## config.mk

```make
export PLATFORM = sky130hd
export DESIGN_NAME = req_select
export DESIGN_NICKNAME = d
export VERILOG_FILES = /design/src/merge_cfg_pkg.sv /design/src/req_types_pkg.sv /design/src/req_select.sv
export SDC_FILE = /design/constraint.sdc
export NUM_CORES = 1
export LEC_CHECK = 0
export BUFFER_PORTS_ARGS = -buffer_cell sky130_fd_sc_hd__buf_2
export CAP_MARGIN = 20
export CORE_AREA = 2 2 114 116
export CTS_CLUSTER_SIZE = 16
export DETAILED_ROUTE_END_ITERATION = 12
export DIE_AREA = 0 0 116 118
export GPL_TIMING_DRIVEN = 0
export PLACE_DENSITY = 0.58
export SLEW_MARGIN = 40
export SYNTH_ARGS = -nofsm -noshare
export SYNTH_HDL_FRONTEND = slang
export SYNTH_SLANG_ARGS = --single-unit
```

## constraint.sdc

```tcl
create_clock -name clk -period 1.3 [get_ports clk]
set_clock_uncertainty 0.2 [all_clocks]
set_input_delay 0.26 -clock clk [delete_from_list [all_inputs] [get_ports clk]]
set_output_delay 0.26 -clock clk [all_outputs]
set_load 0.05 [all_outputs]
```

## src/merge_cfg_pkg.sv

```systemverilog
package merge_cfg_pkg;

  // Structural constants of the merger
  localparam int num_ports  = 8;
  localparam int port_idx_w = 3;

  // Width of the request word used by the shared data types
  localparam int default_data_width = 32;

  // Free slots kept in reserve once a FIFO reports almost full
  localparam int fifo_af_margin = 6;

  // Almost-empty levels, flag is set at or below the level
  localparam int in_ae_level  = 4;
  localparam int out_ae_level = 2;

  // Number of entries for a FIFO of the given address width
  function automatic int fifo_depth(input int depth_bits);
    return 1 << depth_bits;
  endfunction

  // Almost full is raised once count reaches depth minus the margin
  function automatic int fifo_af_level(input int depth_bits);
    return fifo_depth(depth_bits) - fifo_af_margin;
  endfunction

endpackage

```

## src/req_types_pkg.sv

```systemverilog
package req_types_pkg;

  // One bit per port, for requests, grants, read strobes and available flags
  typedef logic [merge_cfg_pkg::num_ports-1:0] port_mask_t;

  // Encoded port number
  typedef logic [merge_cfg_pkg::port_idx_w-1:0] port_idx_t;

  // One request word at the default width
  typedef logic [merge_cfg_pkg::default_data_width-1:0] req_word_t;

  typedef struct packed {
    logic      valid;
    req_word_t word;
  } req_beat_t;

  typedef struct packed {
    logic       valid;
    port_mask_t mask;
    port_idx_t  idx;
  } arb_grant_t;

endpackage

```

## src/req_select.sv

```systemverilog
`timescale 1ns/1ps

module req_select #(
  parameter int data_width = 32
) (
  input  logic                                                 clk,
  input  logic                                                 rst_n,
  input  req_types_pkg::port_mask_t                            in_valid,
  input  logic [merge_cfg_pkg::num_ports-1:0][data_width-1:0] in_data,
  output req_types_pkg::req_beat_t                             beat
);

  import merge_cfg_pkg::*;
  import req_types_pkg::*;

  logic [data_width-1:0] sel_word;

  // At most one lane is valid, so an AND-OR mux is enough
  always_comb begin
    sel_word = '0;
    for (int i = 0; i < num_ports; i++) begin
      sel_word = sel_word | (in_data[i] & {data_width{in_valid[i]}});
    end
  end

  always_ff @(posedge clk) begin
    beat.word <= sel_word;
    if (!rst_n) begin
      beat.valid <= 1'b0;
    end else begin
      beat.valid <= |in_valid; // Doubles as the output FIFO write strobe
    end
  end

  // The controller strobes a single input FIFO per cycle, so only one answers
  assert property (@(posedge clk) disable iff (!rst_n) $onehot0(in_valid));

endmodule

```

==> reports/results.txt <==
Worst path depth: 1
Final worst slack: 0.0343 ns
1st-iter DRT viols: 242
Power Density: 800 nW/um^2
Final hold slack: 0.00962 ns
Share of layout cells above drive strength 1: 64.0%
CP Max Fanout: 1
Inserted Clock Buffers: 5
Area Growth Syn to Fin: 94.3%
Routed vias/inst: 4.85
Yosys cell types: 8
Pin count of the biggest net entering global routing: 11
CP required: 0.84 ns
Critical path's top delay family: flip-flops
Final Cycle Share: 97.4%
Largest family of logic cells by synthesized area: compound AO/OA/AOI/OAI gates
Comb power frac: 38.6%
Min cycle time layout: 1.27 ns
Sequential Power Share: 29.3%
Worst Setup Start Kind: flop
Root buffer cell: clkbuf_16
Die width: 116 um
Max VDD drop: 0.000384 V
Number of max-slew violations in the final report: 0
Simple-gate area share of the yosys netlist: 8.92%
CP Cell Sequence: buf_4
Synthesized area: 2380 um^2
Starting Density: 19.2%
Sequential fraction of the synthesis area: 27.7%
Compound-Gate Fraction of Synth Area: 47.1%
Hold Path End: beat[15]$_DFF_P_
Clock power frac: 32.0%
1st-pass router iterations: 6
CTS tree: built
Clock Tree Buf Depth: 2
WHS Path Cells: 3
Crit path capture type: output port
HP Start: in_data[47]
Drt total wl: 14.2 mm
Core ar.: 12400 um^2
Adder-Cell Fraction of Synth Area: 0%
WL/cell: 19.4 um
Pre-CTS WS: 0.0463 ns
Synth Area in XOR/XNOR: 0%
Fmax: 790 MHz
Mapped Cells: 228
Number of fill cells: 1278
Max reg flops: 33
Arr. time, crit path: 0.81 ns
Yosys warning total: 0
NumNets Final: 826
Largest regs: beat: 33 flops
HPWL after DPL: 10.8 mm
Leakage: 0.00221 uW
Post-synthesis mux area share: 0%
Gpl congestion: 0.873
Global-route usage over all layers: 19.8%
Final number of hold-violating endpoints: 0
DRT antenna net count: 0
Die ar.: 13700 um^2
Top reg by flops: beat
Switching Fraction: 32.7%
Initial antenna violation count: 0
Top Ports: 299
Wire length of the first global-routing pass: 20.3 mm
RSZ-0062 raised after global routing: no
DR DRC count: 0
Status: completed
N_diodes: 0
Internal power: 2500 uW
PortBufs: 290
Slew @ Worst Pin: 0.385 ns
Setup Viol. Count Final: 0
Vias in the first global route: 3774
Setup tns final: 0 ns
Yosys reg bits: 33
CTS H-tree lvls: 2
Critical path class: reg2out
Hold Path Class: in2reg
Synth Area per Inst: 10.5 um^2
Grt ovf: 0
Post-CTS Setup Bufs: 0
Max stage delay on crit path: 0.32 ns
Rel. slew slack: 74.1%
Clock sinks: 33
CP max-delay cell: dfxtp_1
Chip height: 118 um
Via count: 3557
# rows: 41
Clk slew on worst S/H paths: 0.06 ns
Mapped Nets: 494
Max cap viols: 0
CP bufs+invs: 1
Switch Pwr: 1210 uW
[cell families after synthesis]
kind of cell    count (synthesis)
flops                          33
compound gates                129
simple gates                   34
buf+inv                        32
[cells in the mapped netlist]
library cell,n,share of area [%]
buf_12,3,2.5
dfxtp_1,33,28
nand4_1,32,8.4
nor4_1,2,0.52
a21boi_1,1,0.32
a22oi_1,97,31
a22oi_2,31,16
buf_6,29,14
[worst max path at each step]
stage	startpoint	to	slack (ns)
6_report	beat[28]$_DFF_P_	beat[28]	0.03
5_1_grt	in_data[232]	beat[8]$_DFF_P_	0.002
4_1_cts	beat[19]$_DFF_P_	beat[19]	0.004
3_5_place_dp	in_valid[2]	beat[0]$_DFF_P_	0.05
3_3_place_gp	in_valid[2]	beat[32]$_SDFF_PN0_	0.02
2_1_floorplan	in_valid[0]	beat[0]$_DFF_P_	0.23
[layout by cell type (no fill, tap or decap), drive strengths merged]
master	instances
buf	322
a22oi	128
dlygate4sd3	35
dfxtp	33
nand4	32
clkbuf	8
nor4	2
a21boi	1
[metrics by stage]
stage	instances	power (uW)	cell area, um^2	util (%)
2_1_floorplan	228	1790	2380	-
3_5_place_dp	690	2400	4050	32.6
3_3_place_gp	690	2380	4050	32.6
5_1_grt	733	3900	4630	37.3
4_1_cts	733	3760	4620	37.2
6_report	733	3710	4630	37.3
[area by class of cell]
class	instances	area, um^2	area share (%)
tap	172	215	4.65
sequential	33	661	14.3
clock buffer	8	136	2.94
buffer	32	387	8.35
multi-input combinational	163	1340	29.0
timing repair buffer	325	1890	40.8
[metal layers]
| metal | wire length [um] | share of wire, % | track usage (%) | vias to the layer above |
|---|---|---|---|---|
| met5 | 0 | 0 | 0 | - |
| met4 | 267 | 1.9 | 6.03 | 0 |
| met3 | 1210 | 8.5 | 4.43 | 22 |
| met2 | 7290 | 51 | 35.4 | 235 |
| met1 | 5460 | 38 | 23.2 | 1653 |
| li1 | - | - | - | 1647 |
[timing repair]
action	in CTS	in global routing
hold buffers	35	0
hold endpoints to repair	19	0
resized for setup	33	3
endpoints found under the setup margin	33	3
cloned	0	0
[power by group through the flow]
stage          clock network (uW)  logic (uW)  registers (uW)
3_3_place_gp                    0        1280            1100
4_1_cts                      1250        1420            1090
6_report                     1190        1430            1090
2_1_floorplan                   0         480            1310
5_1_grt                      1280        1530            1090
3_5_place_dp                    0        1300            1100
No activity file was read; power rests on OpenSTA's default activity.
