File: src/sync_fifo.sv
`timescale 1ns/1ps

module sync_fifo #(
  parameter int width      = 32,
  parameter int depth_bits = 4,
  parameter int af_level   = 10,
  parameter int ae_level   = 4
) (
  input  logic                  clk,
  input  logic                  rst_n,
  input  logic                  wr_en,
  input  logic [width-1:0]      wr_data,
  input  logic                  rd_en,
  output logic                  rd_valid,
  output logic [width-1:0]      rd_data,
  output logic [depth_bits:0]   count,
  output logic                  empty,
  output logic                  full,
  output logic                  almost_full,
  output logic                  almost_empty
);

  localparam int depth = 1 << depth_bits;
  localparam logic [depth_bits:0] full_cnt = (depth_bits + 1)'(depth);
  localparam logic [depth_bits:0] af_cnt   = (depth_bits + 1)'(af_level);
  localparam logic [depth_bits:0] ae_cnt   = (depth_bits + 1)'(ae_level);

  logic [width-1:0]      mem [depth];
  logic [depth_bits-1:0] wr_ptr;
  logic [depth_bits-1:0] rd_ptr;
  logic                  do_wr;
  logic                  do_rd;

  assign do_wr = wr_en && !full;
  assign do_rd = rd_en && !empty;

  assign empty        = (count == '0);
  assign full         = (count == full_cnt);
  assign almost_full  = (count >= af_cnt);
  assign almost_empty = (count <= ae_cnt);

  always_ff @(posedge clk) begin
    if (do_wr) begin
      mem[wr_ptr] <= wr_data;
    end
    if (do_rd) begin
      rd_data <= mem[rd_ptr]; // Data lines up with rd_valid one cycle after the read
    end
  end

  always_ff @(posedge clk) begin
    if (!rst_n) begin
      wr_ptr   <= '0;
      rd_ptr   <= '0;
      count    <= '0;
      rd_valid <= 1'b0;
    end else begin
      rd_valid <= do_rd;
      if (do_wr) begin
        wr_ptr <= wr_ptr + 1'b1;
      end
      if (do_rd) begin
        rd_ptr <= rd_ptr + 1'b1;
      end
      case ({do_wr, do_rd})
        2'b10:   count <= count + 1'b1;
        2'b01:   count <= count - 1'b1;
        default: count <= count;
      endcase
    end
  end

  // The writer must respect the almost-full margin and never fill the last slot over
  assert property (@(posedge clk) disable iff (!rst_n) !(wr_en && full));

  // The reader paces itself from delayed flags and must never reach past empty
  assert property (@(posedge clk) disable iff (!rst_n) !(rd_en && empty));

endmodule

File: config.mk
export PLATFORM = sky130hd
export DESIGN_NAME = sync_fifo
export DESIGN_NICKNAME = d
export VERILOG_FILES = /design/src/sync_fifo.sv
export SDC_FILE = /design/constraint.sdc
export NUM_CORES = 1
export LEC_CHECK = 0
export BUFFER_PORTS_ARGS = -buffer_cell sky130_fd_sc_hd__buf_2
export CAP_MARGIN = 10
export CORE_ASPECT_RATIO = 1.2
export CORE_MARGIN = 2
export CORE_UTILIZATION = 61
export DETAILED_ROUTE_END_ITERATION = 12
export PLACE_DENSITY = 0.79
export SYNTH_ARGS = -nofsm -noshare
export SYNTH_HDL_FRONTEND = slang
export SYNTH_SLANG_ARGS = --single-unit
export TNS_END_PERCENT = 100
File: constraint.sdc
create_clock -name clk -period 5 [get_ports clk]
set_input_delay 1 -clock clk [delete_from_list [all_inputs] [get_ports clk]]
set_output_delay 1 -clock clk [all_outputs]
set_load 0.01 [all_outputs]
==> reports/qor.yml, run 1 <==
critical_path:
  crit_slowest_cell: "or4_4"
  cpPeakStageDelay_ps: 620
  crit_arrival_ps: 3770
  crit_fanout: 35
  end_kind: "register"
  startpoint: "count[0]$_SDFFE_PN0P_"
  cp_common_cell: "ha_1"
  worst_ep_required_time_ps: 5510
  reg2reg_from: "count[0]$_SDFFE_PN0P_"
  crit_chain: "or4_4 -> o21ai_2 -> inv_2 -> buf_4 -> ha_1 -> ha_1 -> a21o_1 -> a21oi_1 -> or4b_2 -> nand3_1"
  worstSetupPathType: "reg -> reg"
  start_kind: "register"
die:
  initial_core_util: 0.618
  die_w_um: 173
  core_area_sq_um: 34000
  dieArea_sq_um: 35900
  dieHeight_um: 207
  pin_count: 78
  rows: 74
drt:
  firstDrtPassIters: 5
  detail-route-antenna-nets: 0
  wire_per_inst_um: 27.8
  route.detailed.drc: 0
  drt-initial-drc-count: 1091
  vias_per_cell: 6.40
  vias: 9781
  wl_um: 42500
timing:
  whs_ps: 587
  rsz0062_at_grt: "false"
  post-route-period-util: 0.651
  setup_viol: 0
  finalMaxSlewViolations: 0
  relSlewSlack: 0.170
  skew_ps: 8.99
  final.setup.tns_ps: 0
  hold_viol: 0
  period_needed_ps: 3250
  worst_slew_pin_slew_ps: 1240
  fmax_mhz: 307
synth:
  syn-num-nets: 976
  ys_seq_area_frac: 0.791
  synth_area_sq_um: 21000
  yosys.area.top_type_share: 0.778
  syn-instance-count: 930
  synth.distinct_cells: 38
  async_flop_share: 0
  yosysWarnings: 0
  synth-edff-count: 544
  dominantRegCellSynth: "edfxtp_1"
  avgSynthCellArea_sq_um: 22.6
  synth-seq-cells: 558
  synth_largest_area_cell: "edfxtp_1"
  synthTopCellsByArea: "edfxtp_1, mux4_2, a22oi_1"
hold_path:
  hold_path.class: "reg -> reg"
  min-delay-start: "wr_ptr[0]$_SDFFE_PN0P_"
status:
  status: "finished clean"
grt:
  grt_max_degree: 55
  grt-ovfl-total: 0
  grt_pass1_vias: 10400
  grt_pass1_wl_um: 64500
  antenna_found_initial: 0
  grt_usage: 0.243
clock_tree:
  post_cts_buffers: 0
  cts_sinks: 558
  cts_max_level: 2
  cts_buffer_depth: 3
  cts-root-buf: "clkbuf_16"
  hold_buffers: 0
  cts-resized-gates: 0
  cts_made_buffers: 52
  path_clk_slew_ps: 60
  cts_tree: "done"
  clk_latency_ps: 570
cells_and_area:
  drive_gt1_frac: 0.300
  fin_nets: 1078
  diodes: 0
  final_common_cell: "edfxtp_1"
  area_growth_pct: 12.5
  final_cell_mix: "edfxtp_1, mux4_2, buf_2"
place:
  hpwl_um: 22500
  routabilityCongestion: 0.776
  io_buffer_count: 77
pwr:
  pwr_density_cell_nw_per_um2: 467
  ir_drop_mv: 0.287
  power.leakage_uw: 0.00751
run:
  max-cap-violations: 0
[metrics by stage]
step | area [sq um] | util | setup WS (ps) | std cells | power, uW
2_1_floorplan | 21000 | - | 740 | 930 | 6840
6_report | 23600 | 0.695 | 1750 | 1529 | 11000
3_3_place_gp | 22000 | 0.649 | 1540 | 1434 | 7330
3_5_place_dp | 22000 | 0.649 | 1490 | 1434 | 7390
5_1_grt | 23600 | 0.695 | 1590 | 1529 | 11400
4_1_cts | 23600 | 0.695 | 1740 | 1529 | 11100
[power breakdown]
part           switching (uW)  leakage (uW)  internal (uW)  total, uW
Combinational             874       0.00170            766       1640
Sequential                192       0.00504           5460       5650
Clock                    1650      0.000773           2100       3750
Total                    2720       0.00751           8320      11000
[cell usage after synthesis, types with 2 or more instances]
library cell and number:
and2_1 8, nand3_1 4, inv_1 5, nor2b_1 4, mux4_2 128, xnor2_1 6, buf_4 7, buf_2 4
a21boi_1 2, nor3_1 5, a22oi_1 64, a21oi_1 3, buf_1 2, buf_6 4, clkbuf_1 32, ha_1 9
o21ai_0 2, nor2_1 16, edfxtp_1 544, nand2_1 44, mux2i_1 4, nand2b_1 4, dfxtp_1 14
[cell families (layout without fill, tap and decap cells)]
logic type,Yosys count,in the layout,share of synthesized area
buffers and inverters,55,198,0.0128
DFF,558,558,0.791
xor gates and xnor gates,6,6,0.00250
AOI/OAI and AO/OA,78,78,0.0282
adders and majority gates,10,10,0.00631
and+or+nand+nor,91,91,0.0201
muxes,132,132,0.139
[cell type report]
type | count | area, sq um
Clock inverter | 27 | 211
Multi-Input combinational cell | 317 | 4260
Tap cell | 456 | 571
Inverter | 5 | 18.8
Sequential cell | 558 | 16600
Fill cell | 2021 | 10300
Timing Repair Buffer | 98 | 568
Clock buffer | 68 | 1380
[registers in the layout (all words and copies together) (netlist names)]
signal and cells:
mem 512, count 5, wr_ptr 4, rd_data 32, rd_valid 1, rd_ptr 4
[critical path: cells and delay by family, from the launching register on]
family,cells,cell delay [ps]
fa+ha+maj,2,680
flops,1,400
buf+inv,2,350
simple gates,3,1320
compound gates,3,430
[path summary, 6_finish.rpt]
kind                            end  slack [ps]  cells past startpoint
max           count[3]$_SDFFE_PN0P_        1750                     10
min          wr_ptr[3]$_SDFFE_PN0P_         590                      2
max reg2reg   count[3]$_SDFFE_PN0P_        1750                     10
min reg2reg  wr_ptr[3]$_SDFFE_PN0P_         590                      2
[layer usage]
metal | up-vias | wire length (um) | global-route usage
met5 | - | 0 | 0
met4 | 0 | 1020 | 0.0757
met3 | 74 | 2600 | 0.0321
met2 | 440 | 22800 | 0.424
met1 | 5147 | 16100 | 0.325
li1 | 4120 | - | -
Power figures use the tool's default switching activity.
==> run 2: changes to the inputs <==
- clock period: 5 -> 3.4 ns (I/O delays scaled with it)
==> reports/qor.yml, run 2 (synthesized netlist as in run 1, its figures left out) <==
critical_path:
  cpPeakStageDelay_ps: 630  # was 620 ps
  end_kind: "register"  # unchanged
  reg2reg_from: "count[0]$_SDFFE_PN0P_"  # unchanged
  crit_slowest_cell: "or4_4"  # unchanged
  crit_family: "simple AND/OR/NAND/NOR gates"  # unchanged
  crit_chain: "or4_4 -> o21ai_2 -> inv_2 -> ha_1 -> ha_1 -> a21o_1 -> a21oi_1 -> or4b_2 -> nand3_1"  # was or4_4 -> o21ai_2 -> inv_2 -> buf_4 -> ha_1 -> ha_1 -> a21o_1 -> a21oi_1 -> or4b_2 -> nand3_1
  reg2reg_slack_ps: 540  # was 1750 ps
  crit_arrival_ps: 3380  # was 3770 ps
  cp.depth: 9  # was 10
  worstSetupPathType: "reg -> reg"  # unchanged
  worst-path-buf-inv: 1  # was 2
  r2r_cells: 9  # was 10
  timing.rr.end: "count[3]$_SDFFE_PN0P_"  # unchanged
  cp_common_cell: "ha_1"  # unchanged
  start_kind: "register"  # unchanged
  crit_fanout: 7  # was 35
  worst_ep_required_time_ps: 3920  # was 5510 ps
place:
  io_buffer_count: 77  # unchanged
  routabilityCongestion: 0.751  # was 0.776
  place_area_sq_um: 22300  # was 22000 sq um
  hpwl_um: 22700  # was 22500 um
clock_tree:
  cts-root-buf: "clkbuf_16"  # unchanged
  cts_buffer_depth: 3  # unchanged
  hold_buffers: 0  # unchanged
  cts_made_buffers: 49  # was 52
  cts_tree: "done"  # unchanged
  cts_max_level: 2  # unchanged
  path_clk_slew_ps: 70  # was 60 ps
  post_cts_buffers: 0  # unchanged
  clk_latency_ps: 600  # was 570 ps
  cts-resized-gates: 0  # unchanged
  cts_sinks: 558  # unchanged
cells_and_area:
  fin_util: 0.702  # was 0.695
  diodes: 0  # unchanged
  fin_nets: 1090  # was 1078
  regMostFlops: "mem"  # unchanged
  multi_input_area_sq_um: 4280  # was 4260 sq um
  reg.largest.list: "mem (512), rd_data (32), count (5)"  # unchanged
  final_cell_mix: "edfxtp_1, mux4_2, buf_2"  # unchanged
  seq_area_sq_um: 16600  # unchanged
  final_common_cell: "edfxtp_1"  # unchanged
  area_growth_pct: 13.6  # was 12.5%
  largest_reg_flops: 512  # unchanged
  fin_area_sq_um: 23900  # was 23600 sq um
  drive_gt1_frac: 0.310  # was 0.300
  fill_cells: 1930  # was 2021
grt:
  grt_usage: 0.257  # was 0.243
  grt_max_degree: 64  # was 55
  grt_pass1_vias: 10400  # about the same
  grt_pass1_wl_um: 67100  # was 64500 um
  grt-ovfl-total: 0  # unchanged
  antenna_found_initial: 1  # was 0
timing:
  worst_slew_pin_slew_ps: 1100  # was 1240 ps
  hold_viol: 0  # unchanged
  fmax_mhz: 349  # was 307 MHz
  skew_ps: 27.5  # was 8.99 ps
  rsz0062_at_grt: "false"  # unchanged
  post-route-period-util: 0.842  # was 0.651
  period_needed_ps: 2860  # was 3250 ps
  relSlewSlack: 0.262  # was 0.170
  finalMaxSlewViolations: 0  # unchanged
  setup_viol: 0  # unchanged
  final.setup.tns_ps: 0  # unchanged
drt:
  vias: 10000  # was 9781
  firstDrtPassIters: 5  # unchanged
  drt-initial-drc-count: 1304  # was 1091
  wl_um: 45100  # was 42500 um
  detail-route-antenna-nets: 0  # unchanged
  wire_per_inst_um: 29.3  # was 27.8 um
  route.detailed.drc: 0  # unchanged
  vias_per_cell: 6.53  # was 6.40
status:
  status: "finished clean"  # unchanged
pwr:
  pwr_density_cell_nw_per_um2: 678  # was 467 nW/um^2
  power.leakage_uw: 0.00759  # was 0.00751 uW
  ir_drop_mv: 0.549  # was 0.287 mV
hold_path:
  min-delay-start: "wr_data[22]"  # was wr_ptr[0]$_SDFFE_PN0P_
  hold_depth: 1  # was 2
  hold_path.class: "in -> reg"  # was reg -> reg
  holdPathEnd: "mem[4][22]$_DFFE_PP_"  # was wr_ptr[3]$_SDFFE_PN0P_
run:
  max-cap-violations: 0  # unchanged
die:
  dieHeight_um: 207  # unchanged
  die_w_um: 173  # unchanged
  dieArea_sq_um: 35900  # unchanged
  rows: 74  # unchanged
  initial_core_util: 0.618  # unchanged
  pin_count: 78  # unchanged
  core_area_sq_um: 34000  # unchanged
run 2: changes by cell type in the layout (fill, tap and decap cells not counted), moves of 3 or more:
cell,delta
buf_12,+10
buf_4,+5
nor3_4,+4
nor3_2,-4
clkbuf_1,-3
clkbuf_16,-3
run 2: cell type report:
type	count	area share
clock inverter	28	0.0110
tap	456	0.0239
clock buffer	62	0.0543
inverter	5	0.000787
sequential	558	0.697
timing repair buffer	113	0.0338
multi-input combinational	317	0.180
run 2: worst max path at each step:
stage / start / endpoint / slack (ps)
after floorplan: count[0]$_SDFFE_PN0P_ / count[3]$_SDFFE_PN0P_ / 130
after global placement: count[0]$_SDFFE_PN0P_ / count[3]$_SDFFE_PN0P_ / 620
after detailed placement: count[0]$_SDFFE_PN0P_ / count[3]$_SDFFE_PN0P_ / 560
after CTS: count[0]$_SDFFE_PN0P_ / count[3]$_SDFFE_PN0P_ / 530
after global routing: count[0]$_SDFFE_PN0P_ / count[3]$_SDFFE_PN0P_ / 410
final: count[0]$_SDFFE_PN0P_ / count[3]$_SDFFE_PN0P_ / 540
run 2: per-layer routing:
layer	wire length, um	global-route usage	part of all wire	vias to the layer above
met5	0	0	0	-
met3	3510	0.0418	0.078	96
li1	-	-	-	4143
met4	1400	0.0915	0.031	0
met2	23900	0.438	0.53	555
met1	16300	0.342	0.36	5254
run 2: worst reg2reg max path, cell delays in order, from the launching register on:
cell     delay, ps
dfxtp_1        390
or4_4          630
o21ai_2        270
inv_2           60
ha_1           270
ha_1           310
a21o_1         100
a21oi_1         70
or4b_2         610
nand3_1         90
run 2: power by group:
group | internal (uW) | switching [uW] | leakage [uW]
registers | 8020 | 199 | 0.00504
clock network | 3020 | 2420 | 0.000753
logic | 1160 | 1370 | 0.00180
run 2: through the flow:
stage / power (uW) / std cells / hold slack, ps / worst slack, ps
2_1_floorplan: 10100 / 930 / 516 / 133
3_3_place_gp: 10800 / 1449 / 561 / 624
3_5_place_dp: 10900 / 1449 / 567 / 564
4_1_cts: 16300 / 1539 / 445 / 534
5_1_grt: 16700 / 1539 / 461 / 409
6_report: 16200 / 1539 / 452 / 537
==> run 3: changes to the inputs <==
- CORE_UTILIZATION: 61 -> 55
- PLACE_DENSITY: 0.79 -> 0.75
- clock period: 3.4 -> 2.4 ns (I/O delays scaled with it)
==> reports/qor.yml, run 3 (synthesized netlist as in run 1, its figures left out) <==
timing:
  skew_ps: 11.7  # was 27.5 ps
  fmax_mhz: 408  # was 349 MHz
  final.setup.tns_ps: -87.5  # was 0 ps
  worst_slew_pin_slew_ps: 614  # was 1100 ps
  hold_viol: 0  # unchanged
  setup_viol: 2  # was 0
  finalMaxSlewViolations: 0  # unchanged
  rsz0062_at_grt: "true"  # was false
  post-route-period-util: 1.02  # was 0.842
  whs_ps: 270  # was 452 ps
  relSlewSlack: 0.591  # was 0.262
  postLayoutSetupSlackWorst_ps: -52.6  # was 537 ps
  period_needed_ps: 2450  # was 2860 ps
grt:
  grt_max_degree: 55  # was 64
  antenna_found_initial: 1  # unchanged
  grt_pass1_wl_um: 64000  # was 67100 um
  grt-ovfl-total: 0  # unchanged
  grt_usage: 0.221  # was 0.257
  grt_pass1_vias: 10400  # about the same
hold_path:
  hold_depth: 1  # unchanged
  min-delay-start: "wr_data[15]"  # was wr_data[22]
  holdPathEnd: "mem[13][15]$_DFFE_PP_"  # was mem[4][22]$_DFFE_PP_
  hold_path.class: "in -> reg"  # unchanged
pwr:
  power_uw: 23200  # was 16200 uW
  pwr_density_cell_nw_per_um2: 954  # was 678 nW/um^2
  power.leakage_uw: 0.00777  # was 0.00759 uW
  ir_drop_mv: 0.633  # was 0.549 mV
clock_tree:
  cts_made_buffers: 51  # was 49
  cts_buffer_depth: 3  # unchanged
  cts_tree: "done"  # unchanged
  cts_sinks: 558  # unchanged
  path_clk_slew_ps: 70  # about the same
  clk_latency_ps: 580  # was 600 ps
  cts-root-buf: "clkbuf_16"  # unchanged
  cts_max_level: 2  # unchanged
drt:
  vias: 9834  # was 10000
  vias_per_cell: 6.18  # was 6.53
  drt-initial-drc-count: 1041  # was 1304
  wl_um: 42600  # was 45100 um
  detail-route-antenna-nets: 0  # unchanged
  wire_per_inst_um: 26.8  # was 29.3 um
  route.detailed.drc: 0  # unchanged
  firstDrtPassIters: 5  # unchanged
cells_and_area:
  fin_util: 0.643  # was 0.702
  stdcell_count: 1590  # was 1539
  area_growth_pct: 15.7  # was 13.6%
  regMostFlops: "mem"  # unchanged
  drive_gt1_frac: 0.334  # was 0.310
  largest_reg_flops: 512  # unchanged
  fin_nets: 1115  # was 1090
  final_cell_mix: "edfxtp_1, mux4_2, buf_2"  # unchanged
  final_common_cell: "edfxtp_1"  # unchanged
  reg.largest.list: "mem (512), rd_data (32), count (5)"  # unchanged
  fill_cells: 2404  # was 1930
die:
  dieHeight_um: 218  # was 207 um
  dieArea_sq_um: 39800  # was 35900 sq um
  pin_count: 78  # unchanged
  core_area_sq_um: 37800  # was 34000 sq um
  die_w_um: 182  # was 173 um
  rows: 78  # was 74
  initial_core_util: 0.556  # was 0.618
place:
  routabilityCongestion: 0.725  # was 0.751
  hpwl_um: 23400  # was 22700 um
  io_buffer_count: 77  # unchanged
  place_inst: 1495  # was 1449
critical_path:
  start_kind: "register"  # unchanged
  timing.rr.end: "count[3]$_SDFFE_PN0P_"  # unchanged
  r2r_cells: 9  # unchanged
  worst_ep_required_time_ps: 2910  # was 3920 ps
  reg2reg_from: "count[3]$_SDFFE_PN0P_"  # was count[0]$_SDFFE_PN0P_
  worstSetupPathType: "reg -> reg"  # unchanged
  crit_fanout: 6  # was 7
  reg2reg_slack_ps: -50  # was 540 ps
  end_kind: "register"  # unchanged
  crit_arrival_ps: 2960  # was 3380 ps
status:
  failed_checks: "negative setup slack"
  status: "finished, violations left"  # was finished clean
run:
  max-cap-violations: 0  # unchanged
## run 3: cell types whose count changed in the layout (fill, tap and decap cells not counted), sizes merged
cell | before | now
clkbuf | 62 | 64
inv | 7 | 6
clkinv | 19 | 21
buf | 113 | 136
bufinv | 4 | 3
clkinvlp | 3 | 4
diode | 0 | 1
## run 3: what timing repair did
action | in CTS | in global routing
endpoints found under the setup margin | 2 | 3
buffers inserted | 1 | 0
gates cloned | 0 | 0
gates resized for setup | 1 | 1
pin swaps | 2 | 0
hold buffers | 0 | 0
## run 3: worst max path at each step
stage	endpoint	from	depth (start not counted)	slack, ps
2_1_floorplan	count[3]$_SDFFE_PN0P_	count[3]$_SDFFE_PN0P_	9	-710
3_3_place_gp	count[3]$_SDFFE_PN0P_	count[3]$_SDFFE_PN0P_	9	-50
3_5_place_dp	count[3]$_SDFFE_PN0P_	count[3]$_SDFFE_PN0P_	9	-90
4_1_cts	count[3]$_SDFFE_PN0P_	count[3]$_SDFFE_PN0P_	9	-60
5_1_grt	count[4]$_SDFFE_PN0P_	count[3]$_SDFFE_PN0P_	9	-150
6_report	count[3]$_SDFFE_PN0P_	count[3]$_SDFFE_PN0P_	9	-50
## run 3: metal layers
| layer | up-vias | part of all wire | global-route usage |
|---|---|---|---|
| met5 | - | 0.00031 | 0 |
| met1 | 5220 | 0.40 | 0.300 |
| met2 | 333 | 0.52 | 0.376 |
| met4 | 2 | 0.024 | 0.0653 |
| met3 | 80 | 0.061 | 0.0362 |
| li1 | 4199 | - | - |
## run 3: power by group
group          switching (uW)  internal [uW]  leakage (uW)  total [uW]
clock                    3400           4370      0.000782        7770
sequential                168          11400       0.00504       11500
combinational            2060           1800       0.00195        3860
## run 3: layout make-up
type | count | area (sq um) | share of cell area
Sequential cell | 558 | 16600 | 0.684
Timing Repair Buffer | 136 | 1120 | 0.0459
Tap cell | 480 | 601 | 0.0247
Inverter | 5 | 22.5 | 0.000927
Clock inverter | 29 | 234 | 0.00963
Multi-Input combinational cell | 317 | 4330 | 0.178
Antenna cell | 1 | 2.50 | 0.000103
Clock buffer | 64 | 1370 | 0.0563
## run 3: through the flow
| step | setup slack [ps] | area (sq um) |
|---|---|---|
| after floorplan | -709 | 21200 |
| after global placement | -46.2 | 22700 |
| after detailed placement | -94.5 | 22700 |
| after CTS | -61.8 | 24300 |
| after global routing | -153 | 24300 |
| final | -52.6 | 24300 |
## run 3: worst max-delay path, stage by stage, from the launching register on
cell and delay (ps):
dfxtp_4 340, or4_4 540, o21ai_4 170, clkinvlp_4 130, ha_4 200, ha_4 260, a21o_1 100, a21oi_1 70
or4b_4 490, nand3_2 80
