File: src/merge_cfg_pkg.sv
package merge_cfg_pkg;

  // Structural constants of the merger
  localparam int num_ports  = 8;
  localparam int port_idx_w = 3;

  // Width of the request word used by the shared data types
  localparam int default_data_width = 32;

  // Free slots kept in reserve once a FIFO reports almost full
  localparam int fifo_af_margin = 6;

  // Almost-empty levels, flag is set at or below the level
  localparam int in_ae_level  = 4;
  localparam int out_ae_level = 2;

  // Number of entries for a FIFO of the given address width
  function automatic int fifo_depth(input int depth_bits);
    return 1 << depth_bits;
  endfunction

  // Almost full is raised once count reaches depth minus the margin
  function automatic int fifo_af_level(input int depth_bits);
    return fifo_depth(depth_bits) - fifo_af_margin;
  endfunction

endpackage

File: src/req_types_pkg.sv
package req_types_pkg;

  // One bit per port, for requests, grants, read strobes and available flags
  typedef logic [merge_cfg_pkg::num_ports-1:0] port_mask_t;

  // Encoded port number
  typedef logic [merge_cfg_pkg::port_idx_w-1:0] port_idx_t;

  // One request word at the default width
  typedef logic [merge_cfg_pkg::default_data_width-1:0] req_word_t;

  typedef struct packed {
    logic      valid;
    req_word_t word;
  } req_beat_t;

  typedef struct packed {
    logic       valid;
    port_mask_t mask;
    port_idx_t  idx;
  } arb_grant_t;

endpackage

File: src/rr_arbiter.sv
`timescale 1ns/1ps

module rr_arbiter (
  input  logic                      clk,
  input  logic                      rst_n,
  input  req_types_pkg::port_mask_t request,
  output req_types_pkg::arb_grant_t grant
);

  import merge_cfg_pkg::*;
  import req_types_pkg::*;

  port_idx_t ptr; // Highest priority port for the current cycle

  // First requester at or after the pointer wins
  always_comb begin
    port_idx_t cand;
    grant = '0;
    for (int i = 0; i < num_ports; i++) begin
      cand = port_idx_t'(ptr + i); // Wraps around the port count
      if (request[cand] && !grant.valid) begin
        grant.valid     = 1'b1;
        grant.mask[cand] = 1'b1;
        grant.idx       = cand;
      end
    end
  end

  always_ff @(posedge clk) begin
    if (!rst_n) begin
      ptr <= '0;
    end else if (grant.valid) begin
      ptr <= grant.idx + 1'b1; // Winner drops to lowest priority
    end
  end

  // A grant goes to exactly one port, and only to one that asked
  assert property (@(posedge clk) disable iff (!rst_n)
    $onehot0(grant.mask) && ((grant.mask & ~request) == '0));

endmodule

File: src/rd_req_arb_ctrl.sv
`timescale 1ns/1ps

module rd_req_arb_ctrl (
  input  logic                      clk,
  input  logic                      rst_n,
  input  req_types_pkg::port_mask_t in_empty,
  input  req_types_pkg::port_mask_t in_almost_empty,
  input  req_types_pkg::port_mask_t in_almost_full,
  input  logic                      out_empty,
  input  logic                      out_almost_empty,
  input  logic                      out_almost_full,
  input  logic                      req_avail_out,
  output req_types_pkg::port_mask_t in_rd_en,
  output logic                      out_rd_en,
  output req_types_pkg::port_mask_t req_avail_in
);

  import merge_cfg_pkg::*;
  import req_types_pkg::*;

  port_mask_t fast_req;
  port_mask_t slow_req;
  arb_grant_t fast_grant;
  arb_grant_t slow_grant;
  logic [1:0] hold_cnt;
  logic       slow_take;

  // Fast side streams from FIFOs with some depth, slow side drains the last words
  assign fast_req = ~in_almost_empty & {num_ports{~out_almost_full}};
  assign slow_req = ~in_empty & {num_ports{~out_almost_full}};

  rr_arbiter fast_arb (
    .clk     (clk),
    .rst_n   (rst_n),
    .request (fast_req),
    .grant   (fast_grant)
  );

  rr_arbiter slow_arb (
    .clk     (clk),
    .rst_n   (rst_n),
    .request (slow_req),
    .grant   (slow_grant)
  );

  // A slow read must land before the next slow grant can look at the counts
  assign slow_take = !fast_grant.valid && slow_grant.valid && (hold_cnt == 2'd0);

  always_ff @(posedge clk) begin
    if (!rst_n) begin
      in_rd_en <= '0;
      hold_cnt <= 2'd0;
    end else begin
      if (fast_grant.valid) begin
        in_rd_en <= fast_grant.mask; // Fast grant always wins
      end else if (slow_take) begin
        in_rd_en <= slow_grant.mask;
      end else begin
        in_rd_en <= '0;
      end
      if (slow_take) begin
        hold_cnt <= 2'd2; // Blocks slow grants for the next two cycles
      end else if (hold_cnt != 2'd0) begin
        hold_cnt <= hold_cnt - 2'd1;
      end
    end
  end

  // Near empty, reads go out every other cycle so the registered strobe never
  // overruns the last entry
  always_ff @(posedge clk) begin
    if (!rst_n) begin
      out_rd_en <= 1'b0;
    end else if (out_almost_empty) begin
      out_rd_en <= req_avail_out && !out_empty && !out_rd_en;
    end else begin
      out_rd_en <= req_avail_out;
    end
  end

  always_ff @(posedge clk) begin
    if (!rst_n) begin
      req_avail_in <= '0;
    end else begin
      req_avail_in <= ~in_almost_full; // Margin covers the words still in flight
    end
  end

  // The grant rules and hold counter keep every strobe on a FIFO with data left
  assert property (@(posedge clk) disable iff (!rst_n) (in_rd_en & in_empty) == '0);

endmodule

File: config.mk
export PLATFORM = sky130hd
export DESIGN_NAME = rd_req_arb_ctrl
export DESIGN_NICKNAME = d
export VERILOG_FILES = /design/src/merge_cfg_pkg.sv /design/src/req_types_pkg.sv /design/src/rr_arbiter.sv /design/src/rd_req_arb_ctrl.sv
export SDC_FILE = /design/constraint.sdc
export NUM_CORES = 1
export LEC_CHECK = 0
export BUFFER_PORTS_ARGS = -buffer_cell sky130_fd_sc_hd__buf_2
export CAP_MARGIN = 10
export CORE_MARGIN = 3
export CORE_UTILIZATION = 55
export DETAILED_ROUTE_END_ITERATION = 7
export GPL_ROUTABILITY_DRIVEN = 0
export PLACE_DENSITY = 0.85
export SLEW_MARGIN = 25
export SYNTH_ARGS = -nofsm -noshare
export SYNTH_HDL_FRONTEND = slang
export SYNTH_SLANG_ARGS = --single-unit
File: constraint.sdc
create_clock -name clk -period 4.85 [get_ports clk]
set_input_delay 0.97 -clock clk [delete_from_list [all_inputs] [get_ports clk]]
set_output_delay 0.97 -clock clk [all_outputs]
set_load 0.02 [all_outputs]
==> results of run 1 <==
==> cell usage in the layout (no fill, tap or decap), types with 3 or more instances in the layout <==
master,count
a211o_1,3
nor3_1,17
ha_1,14
o311ai_0,4
mux4_2,13
a21o_1,4
dfxtp_1,24
a2111o_1,3
a22oi_1,11
nor2b_1,16
buf_4,8
or3_1,3
o221ai_1,6
mux2i_1,19
a221oi_1,4
nor4_1,11
buf_2,46
o22ai_1,7
mux2_2,10
o21ai_0,12
nor4_2,3
o211ai_1,5
nand3_1,15
a31oi_1,6
and2_1,4
o31ai_1,7
nor2_1,30
o32ai_1,6
inv_1,18
nand2_1,23
a211oi_1,6
clkbuf_8,3
or2_2,6
nand2b_1,8
a32oi_1,3
a21oi_1,17
==> metrics by stage <==
| stage | area [µm²] | util, % | instances |
|---|---|---|---|
| after floorplan | 3490 | - | 419 |
| after global placement | 3700 | 61.3 | 521 |
| after detailed placement | 3700 | 61.3 | 521 |
| after CTS | 3740 | 62.1 | 525 |
| after global routing | 3750 | 62.2 | 525 |
| final | 3750 | 62.2 | 525 |
==> power groups by stage <==
stage	Clock, mW	Sequential (mW)	Combinational, mW
after floorplan	0	0.320	1.79
after global placement	0	0.327	2.11
after detailed placement	0	0.330	2.17
after CTS	0.129	0.325	2.18
after global routing	0.139	0.335	2.44
final	0.123	0.326	2.24
==> critical path, stage by stage, from the launching register on <==
cell and delay [ps]:
dfxtp_1 330, buf_4 320, ha_1 370, xor2_1 330
nor2_1 100, a22o_1 280, o21ai_2 720, o31ai_1 230
o31ai_1 390, o31ai_1 140, ha_1 230, or4b_1 520
nand3_1 80
==> synth_stat cells, types with 4 or more instances <==
cell and count:
nor4_1 11, nand3_1 15, buf_4 5, nor2b_1 16, a21o_1 4, nor2_1 30
a221oi_1 4, mux4_2 13, mux2i_1 20, nand2_1 23, and2_1 4, nor3_1 17
o31ai_1 7, or2_2 6, o221ai_1 6, a21oi_1 17, inv_1 18, o21ai_0 12
o32ai_1 6, a31oi_1 6, nand2b_1 8, o211ai_1 5, a211oi_1 6, dfxtp_1 25
mux2_2 10, o22ai_1 7, ha_1 14, o311ai_0 4, clkbuf_1 11, buf_6 7
a22oi_1 11
==> layout make-up <==
type                            count  share of cell area (%)
Multi-Input combinational cell    347                    73.1
Sequential cell                    25                    13.4
Timing Repair Buffer               54                    7.74
Tap cell                           75                    2.50
Inverter                           20                    2.00
Clock buffer                        3                    1.10
Clock inverter                      1                   0.200
==> cells by family (layout without fill, tap and decap cells) <==
logic type | count (synthesis) | in the layout | share of synthesized area [%]
simple gates | 157 | 157 | 25.5
compound gates | 124 | 124 | 26.5
buf+inv | 47 | 78 | 7.21
mux | 45 | 45 | 18.4
flops | 25 | 25 | 14.3
fa+ha+maj | 14 | 14 | 5.02
xor+xnor | 7 | 7 | 3.05
==> registers in the layout, indices dropped and copies added (netlist names) <==
| signal | count |
|---|---|
| in_rd_en | 8 |
| req_avail_in | 8 |
| fast_arb.ptr | 3 |
| slow_arb.ptr | 3 |
| hold_cnt | 2 |
| out_rd_en | 1 |
==> worst max path at each step <==
stage / from / end / slack [ps] / depth (start not counted)
final: fast_arb.ptr[0] / fast_arb.ptr[2] / 750 / 12
after global routing: fast_arb.ptr[0] / fast_arb.ptr[2] / 420 / 12
after CTS: slow_arb.ptr[0] / slow_arb.ptr[1] / 800 / 12
after detailed placement: out_almost_full / fast_arb.ptr[2] / 640 / 11
after global placement: out_almost_full / fast_arb.ptr[2] / 750 / 11
after floorplan: fast_arb.ptr[0] / fast_arb.ptr[2] / 1170 / 15
==> metal layers <==
metal	track usage (%)	vias up	wire length, µm
li1	-	1698	-
met1	32.4	1689	3720
met2	44.5	211	4650
met3	3.55	31	762
met4	6.91	0	242
met5	0	-	0
==> summary.md, run 1 <==
| Metric | Value |
|---|---|
| Status | `finished, final reports clean` |
| WL per Instance | `17.8 µm` |
| Setup WS post-layout | `roughly 750 ps` |
| Multi-input gate area | `between 0.002 and 0.003 mm²` |
| Number of global-route vias before repair | `3400` |
| Rows | `28` |
| Post-synth EDFFs | `0` |
| Initial antenna violation count | `0` |
| Post-CTS Resized | `0` |
| Startpoint types | `flip-flop` |
| Net count after synthesis | `between 400 and 500` |
| Ant diodes | `0` |
| FF+latch area | `502 µm²` |
| Tot Pwr | `2.68 mW` |
| Fin. Hold Viols | `0` |
| Max Freq | `roughly 240 MHz` |
| Fillers | `around 540` |
| Leak | `1.42 nW` |
| Min cycle time layout | `about 4000 ps` |
| Final hold slack | `~450 ps` |
| Power per cell area | `716 mW/mm²` |
| Share of layout cells above drive strength 1 | `24.0%` |
| CTS clk-pin slew, worst paths | `roughly 90 ps` |
| DP HPWL | `7280 µm` |
| Cell count of the worst reg-to-reg path | `12` |
| Slew @ Worst Pin | `between 900 and 1000 ps` |
| Yosys cell types | `75` |
| Pins Over Slew Limit | `0` |
| P_sw | `around 1.5 mW` |
| Area Overhead vs Synth | `7.50%` |
| Initial Util | `57.9%` |
| Die span in x | `about 86 µm` |
| CP Data Arrival Time | `4310 ps` |
| CP max FO | `27` |
| Clock power frac | `4.6%` |
| Routed Antenna Nets | `0` |
| Worst Hold Path EP | `hold_cnt[0]` |
| DRC viols | `0` |
| DR iter-0 viols | `between 200 and 300` |
| TritonCTS clock tree | `built` |
| H-tree levels | `1` |
| Number of setup buffers added after CTS | `0` |
| Tcrit/Tclk final | `roughly 85%` |
| DR vias | `3629` |
| Max VDD drop | `around 600 µV` |
| I/O pin count | `between 40 and 50` |
| Yosys reg bits | `25` |
| Gr ovfl total | `0` |
| Internal power | `1.21 mW` |
| Seq pwr share | `12.1%` |
| Clock Latency Late Sink | `around 270 ps` |
| Syn avg cell area | `8.33 µm²` |
| Hold Path Origin | `hold_cnt[0]` |
| Worst r2r src | `fast_arb.ptr[0]` |
| Hold buffers post-CTS | `0` |
| Pin count of the biggest net entering global routing | `38` |
| Core Area | `between 0.006 and 0.007 mm²` |
| Worst R2R End | `fast_arb.ptr[2]` |
| Reg2Reg Setup Slack | `750 ps` |
| Yosys Warn Count | `0` |
| CTS buffer count | `3` |
| Global-route wire length before repair | `between 15000 and 20000 µm` |
| Pre-antenna DRT Iters | `5` |
| Asr flop ratio synth | `0%` |
| Predominant post-synthesis flop cell | `dfxtp_1` |
| Port Buffers | `46` |
| RSZ-0062 raised after global routing | `false` |
| Post-synth top area share | `14.3%` |
| Setup violators final | `0` |
| Hold Crit Class | `reg -> reg` |
| Worst Clk Skew | `4.91 ps` |
| Critical path required time | `5060 ps` |
| Comb power frac | `between 80% and 90%` |
| Post-Route WL | `around 9400 µm` |
| Synth Instances | `~420` |
| Setup WS pre-CTS | `approximately 640 ps` |
| # clock sinks | `25` |
| Critical path capture point type | `flip-flop` |
| WS Path Type | `reg -> reg` |
| Synth area leaders | `dfxtp_1 (14%), mux4_2 (8.4%), mux2i_1 (5.7%), ha_1 (5.0%), mux2_2 (3.2%)` |
| Seq/Total Area, Yosys | `between 10% and 20%` |
| Switching Share | `between 50% and 60%` |
| Worst-case clock buffer depth | `2` |
| CTS root buf | `clkbuf_8` |
| Setup TNS | `0 ps` |
| Gr usage total | `around a quarter` |
| Hold depth | `1` |
| Die H | `around 86 µm` |
| Netlist Area Pre-Place | `approximately 0.0035 mm²` |
| Worst slew margin | `38.8%` |
| Die area | `0.00733 mm²` |
| Final nets | `495` |
| Post-synth top area cell | `dfxtp_1` |
| Max-Cap Viols | `0` |
| DR vias/cell | `6.91` |
Power figures use the tool's default switching activity.
==> run 2: changes to the inputs <==
==> constraint.sdc (replaced) <==
create_clock -name clk -period 3.9 [get_ports clk]
set_input_delay 0.78 -clock clk [delete_from_list [all_inputs] [get_ports clk]]
set_output_delay 0.78 -clock clk [all_outputs]
set_load 0.02 [all_outputs]
==> run 2 against run 1 <==
Non-clock buffer count increased by 17. Clock power increased by 23%. Global-route usage increased by 0.74 points. Largest cell class unchanged.
==> summary.md, run 2 (synthesis gave the netlist of run 1 again) <==
| Metric | Value |
|---|---|
| Worst slew margin | `57.9% (was 38.8%)` |
| Seq pwr share | `10.8% (was 12.1%)` |
| Initial antenna violation count | `0 (unchanged)` |
| I/O pin count | `47 (unchanged)` |
| Leak | `1.51 nW (was 1.42 nW)` |
| Max-Cap Viols | `0 (unchanged)` |
| Clock Latency Late Sink | `260 ps (was 270 ps)` |
| CTS buffer count | `3 (unchanged)` |
| Fillers | `540 (was 535)` |
| Multi-input gate area | `0.00275 mm² (was 0.00274 mm²)` |
| H-tree levels | `1 (unchanged)` |
| Die span in x | `85.6 µm (unchanged)` |
| Min cycle time layout | `3640 ps (was 4100 ps)` |
| Number of setup buffers added after CTS | `0 (unchanged)` |
| P_sw | `1.87 mW (was 1.48 mW)` |
| Initial Util | `57.9% (unchanged)` |
| Switching Share | `53.6% (was 55.1%)` |
| Max Freq | `275 MHz (was 244 MHz)` |
| Final nets | `512 (was 495)` |
| Critical path capture point type | `flip-flop (unchanged)` |
| FF+latch area | `503 µm² (was 502 µm²)` |
| Core Area | `0.00603 mm² (unchanged)` |
| Tot Pwr | `3.50 mW (was 2.68 mW)` |
| Comb power frac | `84.8% (was 83.3%)` |
| WS Path Type | `reg -> reg (unchanged)` |
| Area Overhead vs Synth | `11.4% (was 7.50%)` |
| Pins Over Slew Limit | `0 (unchanged)` |
| Fin. Hold Viols | `0 (unchanged)` |
| DR vias | `3712 (was 3629)` |
| Share of layout cells above drive strength 1 | `27.4% (was 24.0%)` |
| Worst-case clock buffer depth | `2 (unchanged)` |
| Port Buffers | `46 (unchanged)` |
| Startpoint types | `flip-flop (unchanged)` |
| Critical path required time | `4110 ps (was 5060 ps)` |
| CTS root buf | `clkbuf_8 (unchanged)` |
| Most frequent cells in the layout | `buf_2 (46), nor2_1 (30), buf_4 (25), nand2_1 (23), dfxtp_1 (23) (was buf_2 (46), nor2_1 (30), dfxtp_1 (24), nand2_1 (23), mux2i_1 (19))` |
| # clock sinks | `25 (unchanged)` |
| Power per cell area | `900 mW/mm² (was 716 mW/mm²)` |
| Hold buffers post-CTS | `0 (unchanged)` |
| Slowest stage delay, CP | `520 ps (was 720 ps)` |
| Setup TNS | `0 ps (unchanged)` |
| Die area | `0.00733 mm² (unchanged)` |
| TritonCTS clock tree | `built (unchanged)` |
| RSZ-0062 raised after global routing | `false (unchanged)` |
| Gr usage total | `26.1% (was 25.3%)` |
| Status | `finished, final reports clean (unchanged)` |
| CP Data Arrival Time | `3850 ps (was 4310 ps)` |
| Post-Route WL | `9600 µm (was 9370 µm)` |
| Routed Antenna Nets | `0 (unchanged)` |
| DR iter-0 viols | `356 (was 257)` |
| Ant diodes | `0 (unchanged)` |
| CP startpoint | `fast_arb.ptr[1] (was fast_arb.ptr[0])` |
| Hold Path Origin | `hold_cnt[0] (unchanged)` |
| Gr ovfl total | `0 (unchanged)` |
| WL per Instance | `17.7 µm (was 17.8 µm)` |
| Clock power frac | `4.3% (was 4.6%)` |
| DR vias/cell | `6.85 (was 6.91)` |
| Rows | `28 (unchanged)` |
| Commonest non-fill, non-tap cell in the layout | `buf_2 (unchanged)` |
| CP Cell Sequence | `inv_1 > ha_1 > or2_2 > o221ai_1 > o21ai_2 > o2111ai_1 > nor2_1 > or3_1 > o31ai_1 > o31ai_1 > ha_1 > or4b_1 > nand3_1 (was buf_4 > ha_1 > xor2_1 > nor2_1 > a22o_1 > o21ai_2 > o31ai_1 > o31ai_1 > o31ai_1 > ha_1 > or4b_1 > nand3_1)` |
| Pin count of the biggest net entering global routing | `25 (was 38)` |
| Global-route wire length before repair | `16200 µm (was 15600 µm)` |
| Internal power | `1.62 mW (was 1.21 mW)` |
| Worst Clk Skew | `6.05 ps (was 4.91 ps)` |
| Pre-antenna DRT Iters | `5 (unchanged)` |
| Number of global-route vias before repair | `3515 (was 3400)` |
| Largest registers | `in_rd_en x8, req_avail_in x8 (unchanged)` |
| Critical-path top delay cell | `or4b_1 (was o21ai_2)` |
| DP HPWL | `7630 µm (was 7280 µm)` |
| Max VDD drop | `776 µV (was 603 µV)` |
| Die H | `85.6 µm (unchanged)` |
| DRC viols | `0 (unchanged)` |
| Worst r2r src | `fast_arb.ptr[1] (was fast_arb.ptr[0])` |
| Hold Crit Class | `reg -> reg (unchanged)` |
| Tcrit/Tclk final | `93.3% (was 84.6%)` |
| Slew @ Worst Pin | `627 ps (was 918 ps)` |
| CTS clk-pin slew, worst paths | `90 ps (about the same)` |
| Setup violators final | `0 (unchanged)` |
| CP max FO | `10 (was 27)` |
| Fin util | `64.5% (was 62.2%)` |
run 2: changes by cell type in the layout (fill, tap and decap cells not counted):
cell      previous run  this run
buf_4                8        25
dfxtp_1             24        23
dfxtp_2              1         2
nand2b_1             8         7
nand2b_2             0         1
o31ai_1              7         6
o31ai_2              0         1
run 2: final timing paths:
path	to	slack (ps)	depth (start not counted)
worst max-delay path	fast_arb.ptr[2]	260	13
worst min-delay path	hold_cnt[0]	440	1
worst max register to register	fast_arb.ptr[2]	260	13
worst min register to register	hold_cnt[0]	440	1
run 2: power by group through the flow:
stage | clock network [mW] | registers [mW] | logic, mW
finish | 0.151 | 0.379 | 2.97
floorplan | 0 | 0.399 | 2.22
CTS | 0.158 | 0.377 | 2.89
global placement | 0 | 0.380 | 2.79
detailed placement | 0 | 0.385 | 2.88
global route | 0.172 | 0.390 | 3.23
run 2: final cells by class:
class | count | share of cell area [%]
Inverter | 20 | 1.93
Timing Repair Buffer | 71 | 10.8
Tap cell | 75 | 2.41
Multi-Input combinational cell | 347 | 70.7
Clock buffer | 3 | 1.06
Clock inverter | 1 | 0.193
Sequential cell | 25 | 12.9
run 2: per-stage QoR:
stage          cells  hold WS (ps)  setup WS (ps)  cell area, µm²
2_1_floorplan    419           412            216            3490
3_3_place_gp     538           425            273            3820
3_5_place_dp     538           431            193            3820
4_1_cts          542           446            248            3870
5_1_grt          542           466           12.6            3890
6_report         542           445            259            3890
run 2: critical path, delay by kind of cell, from the launching register on:
family	cells	cell delay (ps)
AOI/OAI and AO/OA	5	820
adders and majority gates	2	680
buffers and inverters	1	210
DFF	1	420
and+or+nand+nor	5	1450
run 2: what timing repair did:
item,in CTS,in global routing
hold endpoints to repair,0,0
endpoints found under the setup margin,0,2
resized for setup,0,5
run 2: metal layers:
metal  share of wire [%]  track usage [%]  vias to the layer above  wire [µm]
met3                 7.3             3.46                       33        700
met4                 2.4             6.19                        0        227
met5                   0                0                        -          0
met1                  40             32.9                     1728       3830
met2                  50             47.0                      213       4840
li1                    -                -                     1738          -
==> run 3: changes to the inputs <==
--- a/config.mk
+++ b/config.mk
@@ -5,14 +5,14 @@
 export SDC_FILE = /design/constraint.sdc
 export NUM_CORES = 1
 export LEC_CHECK = 0
+export ABC_AREA = 1
 export BUFFER_PORTS_ARGS = -buffer_cell sky130_fd_sc_hd__buf_2
 export CAP_MARGIN = 10
-export CORE_MARGIN = 3
 export CORE_UTILIZATION = 55
 export DETAILED_ROUTE_END_ITERATION = 7
 export GPL_ROUTABILITY_DRIVEN = 0
 export PLACE_DENSITY = 0.85
-export SLEW_MARGIN = 25
+export SLEW_MARGIN = 20
 export SYNTH_ARGS = -nofsm -noshare
 export SYNTH_HDL_FRONTEND = slang
 export SYNTH_SLANG_ARGS = --single-unit
==> run 3 against run 2 <==
Critical path depth grew 7. Global-route usage grew 6.2 points. Clock power grew 5%. Critical endpoint unchanged. Core utilization shrank 0.64 points. Sequential power grew 3%. Register-to-register slack gained 220 ps. First-iteration DRC count grew 110%. Cell area shrank 0.42%. Count of clock-buffer cells in the layout is the same. Maximum frequency grew 6.5%.
==> summary.md, run 3 <==
| Metric | Value |
|---|---|
| Worst-case clock buffer depth | `2 (unchanged)` |
| Startpoint types | `flip-flop (unchanged)` |
| Area Overhead vs Synth | `9.49% (was 11.4%)` |
| Syn avg cell area | `5.39 µm² (was 8.33 µm²)` |
| TritonCTS clock tree | `built (unchanged)` |
| CP Cell Sequence | `inv_1 > ha_1 > inv_1 > buf_4 > nand3_1 > nand3_1 > nand2_1 > inv_2 > nand4_4 > nor2_4 > nand2_4 > nor2_2 > nand2_1 > o21ai_1 > inv_1 > ha_1 > nand4_1 > nand3_1 > nand2_1 > inv_1 (was inv_1 > ha_1 > or2_2 > o221ai_1 > o21ai_2 > o2111ai_1 > nor2_1 > or3_1 > o31ai_1 > o31ai_1 > ha_1 > or4b_1 > nand3_1)` |
| Hold buffers post-CTS | `0 (unchanged)` |
| Clock Latency Late Sink | `270 ps (was 260 ps)` |
| Initial Util | `58.3% (was 57.9%)` |
| DP HPWL | `8380 µm (was 7630 µm)` |
| Routed Antenna Nets | `0 (unchanged)` |
| Fin. Hold Viols | `0 (unchanged)` |
| Slowest stage delay, CP | `550 ps (was 520 ps)` |
| CP most frequent cell | `inv_1` |
| Synth area leaders | `nand2_1 (21%), dfxtp_1 (14%), nand3_1 (13%), nor2_1 (9.8%), inv_1 (6.4%) (was dfxtp_1 (14%), mux4_2 (8.4%), mux2i_1 (5.7%), ha_1 (5.0%), mux2_2 (3.2%))` |
| Die span in x | `82.2 µm (was 85.6 µm)` |
| DRC viols | `0 (unchanged)` |
| CTS clk-pin slew, worst paths | `100 ps (was 90 ps)` |
| Most frequent cells in the layout | `nand2_1 (202), nor2_1 (92), nand3_1 (91), inv_1 (60), buf_2 (46) (was buf_2 (46), nor2_1 (30), buf_4 (25), nand2_1 (23), dfxtp_1 (23))` |
| Port Buffers | `46 (unchanged)` |
| Post-synth top area cell | `nand2_1 (was dfxtp_1)` |
| Gr ovfl total | `0 (unchanged)` |
| Top-count cell post-synth | `nand2_1 (was nor2_1)` |
| Clock power frac | `4.2% (was 4.3%)` |
| Synth Instances | `656 (was 419)` |
| Commonest non-fill, non-tap cell in the layout | `nand2_1 (was buf_2)` |
| Largest registers | `in_rd_en x8, req_avail_in x8 (unchanged)` |
| Yosys reg bits | `25 (unchanged)` |
| P_sw | `2.41 mW (was 1.87 mW)` |
| Min cycle time layout | `3420 ps (was 3640 ps)` |
| Setup TNS | `0 ps (unchanged)` |
| Worst slew margin | `54.2% (was 57.9%)` |
| Number of global-route vias before repair | `3970 (was 3515)` |
| DR iter-0 viols | `738 (was 356)` |
| Die H | `82.2 µm (was 85.6 µm)` |
| Hold Crit Class | `reg -> reg (unchanged)` |
| Netlist Area Pre-Place | `0.00353 mm² (was 0.00349 mm²)` |
| Setup violators final | `0 (unchanged)` |
| I/O pin count | `47 (unchanged)` |
| Post-Route WL | `10500 µm (was 9600 µm)` |
| Comb power frac | `85.5% (was 84.8%)` |
| Status | `finished, final reports clean (unchanged)` |
| Asr flop ratio synth | `0% (unchanged)` |
| CTS buffer count | `3 (unchanged)` |
| RSZ-0062 raised after global routing | `false (unchanged)` |
| DR vias | `4631 (was 3712)` |
| Yosys Warn Count | `0 (unchanged)` |
| Internal power | `1.40 mW (was 1.62 mW)` |
| Worst Clk Skew | `7.10 ps (was 6.05 ps)` |
| Number of setup buffers added after CTS | `0 (unchanged)` |
| Seq pwr share | `10.3% (was 10.8%)` |
| Core Area | `0.00606 mm² (was 0.00603 mm²)` |
| Pins Over Slew Limit | `0 (unchanged)` |
| Switching Share | `63.3% (was 53.6%)` |
| CP max FO | `11 (was 10)` |
| Max Freq | `293 MHz (was 275 MHz)` |
| Gr usage total | `32.3% (was 26.1%)` |
| Max VDD drop | `598 µV (was 776 µV)` |
| Pin count of the biggest net entering global routing | `26 (was 25)` |
| Leak | `1.97 nW (was 1.51 nW)` |
| Initial antenna violation count | `0 (unchanged)` |
| Fillers | `566 (was 540)` |
| Net count after synthesis | `700 (was 463)` |
| Slew @ Worst Pin | `684 ps (was 627 ps)` |
| Ant diodes | `0 (unchanged)` |
| Predominant post-synthesis flop cell | `dfxtp_1 (unchanged)` |
| Final nets | `740 (was 512)` |
| Rows | `28 (unchanged)` |
| Critical-path top delay cell | `dfxtp_1 (was or4b_1)` |
| Post-synth top area share | `21.5% (was 14.3%)` |
| Global-route wire length before repair | `17300 µm (was 16200 µm)` |
| Top post-synthesis cells by count | `nand2_1 (202), nor2_1 (92), nand3_1 (91) (was nor2_1 (30), dfxtp_1 (25), nand2_1 (23))` |
| DR vias/cell | `6.01 (was 6.85)` |
| CP Data Arrival Time | `3600 ps (was 3850 ps)` |
| Tot Pwr | `3.81 mW (was 3.50 mW)` |
| Max-Cap Viols | `0 (unchanged)` |
| Tcrit/Tclk final | `87.6% (was 93.3%)` |
| Critical path capture point type | `flip-flop (unchanged)` |
| Post-CTS Resized | `0 (unchanged)` |
| Post-synth EDFFs | `0 (unchanged)` |
| Critical path required time | `4080 ps (was 4110 ps)` |
| Yosys cell types | `46 (was 75)` |
| Seq/Total Area, Yosys | `14.2% (was 14.3%)` |
| Share of layout cells above drive strength 1 | `14.2% (was 27.4%)` |
| # clock sinks | `25 (unchanged)` |
| WL per Instance | `13.6 µm (was 17.7 µm)` |
| H-tree levels | `1 (unchanged)` |
| Die area | `0.00675 mm² (was 0.00733 mm²)` |
| Power per cell area | `985 mW/mm² (was 900 mW/mm²)` |
| WS Path Type | `reg -> reg (unchanged)` |
| CTS root buf | `clkbuf_8 (unchanged)` |
| Pre-antenna DRT Iters | `6 (was 5)` |
## run 3: cell types whose count changed in the layout (fill, tap and decap cells not counted), sizes merged, moves of 11 or more
cell / change
nor2: +70
mux2i: -21
nand2: +188
mux4: -13
nor3: +16
inv: +55
nand4: +11
nor4: -13
nor2b: -16
nand3: +77
mux2: -11
buf: -17
## run 3: worst max-delay path: cells and delay by family (launching register included)
kind,cells,cell delay (ps)
buffers and inverters,6,870
AOI/OAI and AO/OA,1,80
and+or+nand+nor,11,1270
DFF,1,550
adders and majority gates,2,550
## run 3: layout make-up
cell class,count,area (µm²),share of cell area (%)
multi-input cells,536,2640,68.3
flip-flops and latches,25,500,12.9
inverters,76,293,7.57
repair buffers,54,290,7.50
well taps,75,93.8,2.42
clock buffers,3,41.3,1.07
clock inverters,1,7.51,0.194
## run 3: kinds of logic (layout without fill, tap and decap cells)
group / after synthesis / after routing / share of synthesized area [%]
AO/OA/AOI/OAI: 63 / 63 / 11.0
adder cells (fa/ha/maj): 14 / 14 / 4.96
buffers and inverters: 95 / 134 / 11.0
flip-flops: 25 / 25 / 14.2
AND/OR/NAND/NOR: 459 / 459 / 58.9
## run 3: power by group through the flow
stage,Combinational (mW),Sequential (mW),Clock [mW]
final,3.26,0.392,0.159
after global routing,3.61,0.401,0.169
after floorplan,2.46,0.418,0
after detailed placement,3.16,0.397,0
after CTS,3.17,0.391,0.161
after global placement,3.07,0.392,0
## run 3: stage by stage
stage / hold slack, ps / setup slack, ps / instances / utilization (%) / area (µm²)
after global routing: 497 / 144 / 770 / 63.9 / 3870
after detailed placement: 429 / 561 / 766 / 63.0 / 3820
after global placement: 421 / 708 / 766 / 63.0 / 3820
final: 455 / 482 / 770 / 63.9 / 3870
after floorplan: 413 / 861 / 656 / - / 3530
after CTS: 454 / 559 / 770 / 63.9 / 3870
## run 3: routing by layer
metal  share of wire, %  GRT usage (%)  up-vias
li1                   -              -     2220
met1                 40           41.9     2007
met2                 45           54.1      352
met3                 12           3.08       52
met4                3.5           13.5        0
met5                  0              0        -
## run 3: worst paths after layout
| kind | from | endpoint | slack [ps] | cells past startpoint |
|---|---|---|---|---|
| worst min-delay path | hold_cnt[0] | hold_cnt[0] | 460 | 1 |
| worst min register to register | hold_cnt[0] | hold_cnt[0] | 460 | 1 |
| worst max register to register | fast_arb.ptr[1] | fast_arb.ptr[2] | 480 | 20 |
| worst max-delay path | fast_arb.ptr[1] | fast_arb.ptr[2] | 480 | 20 |
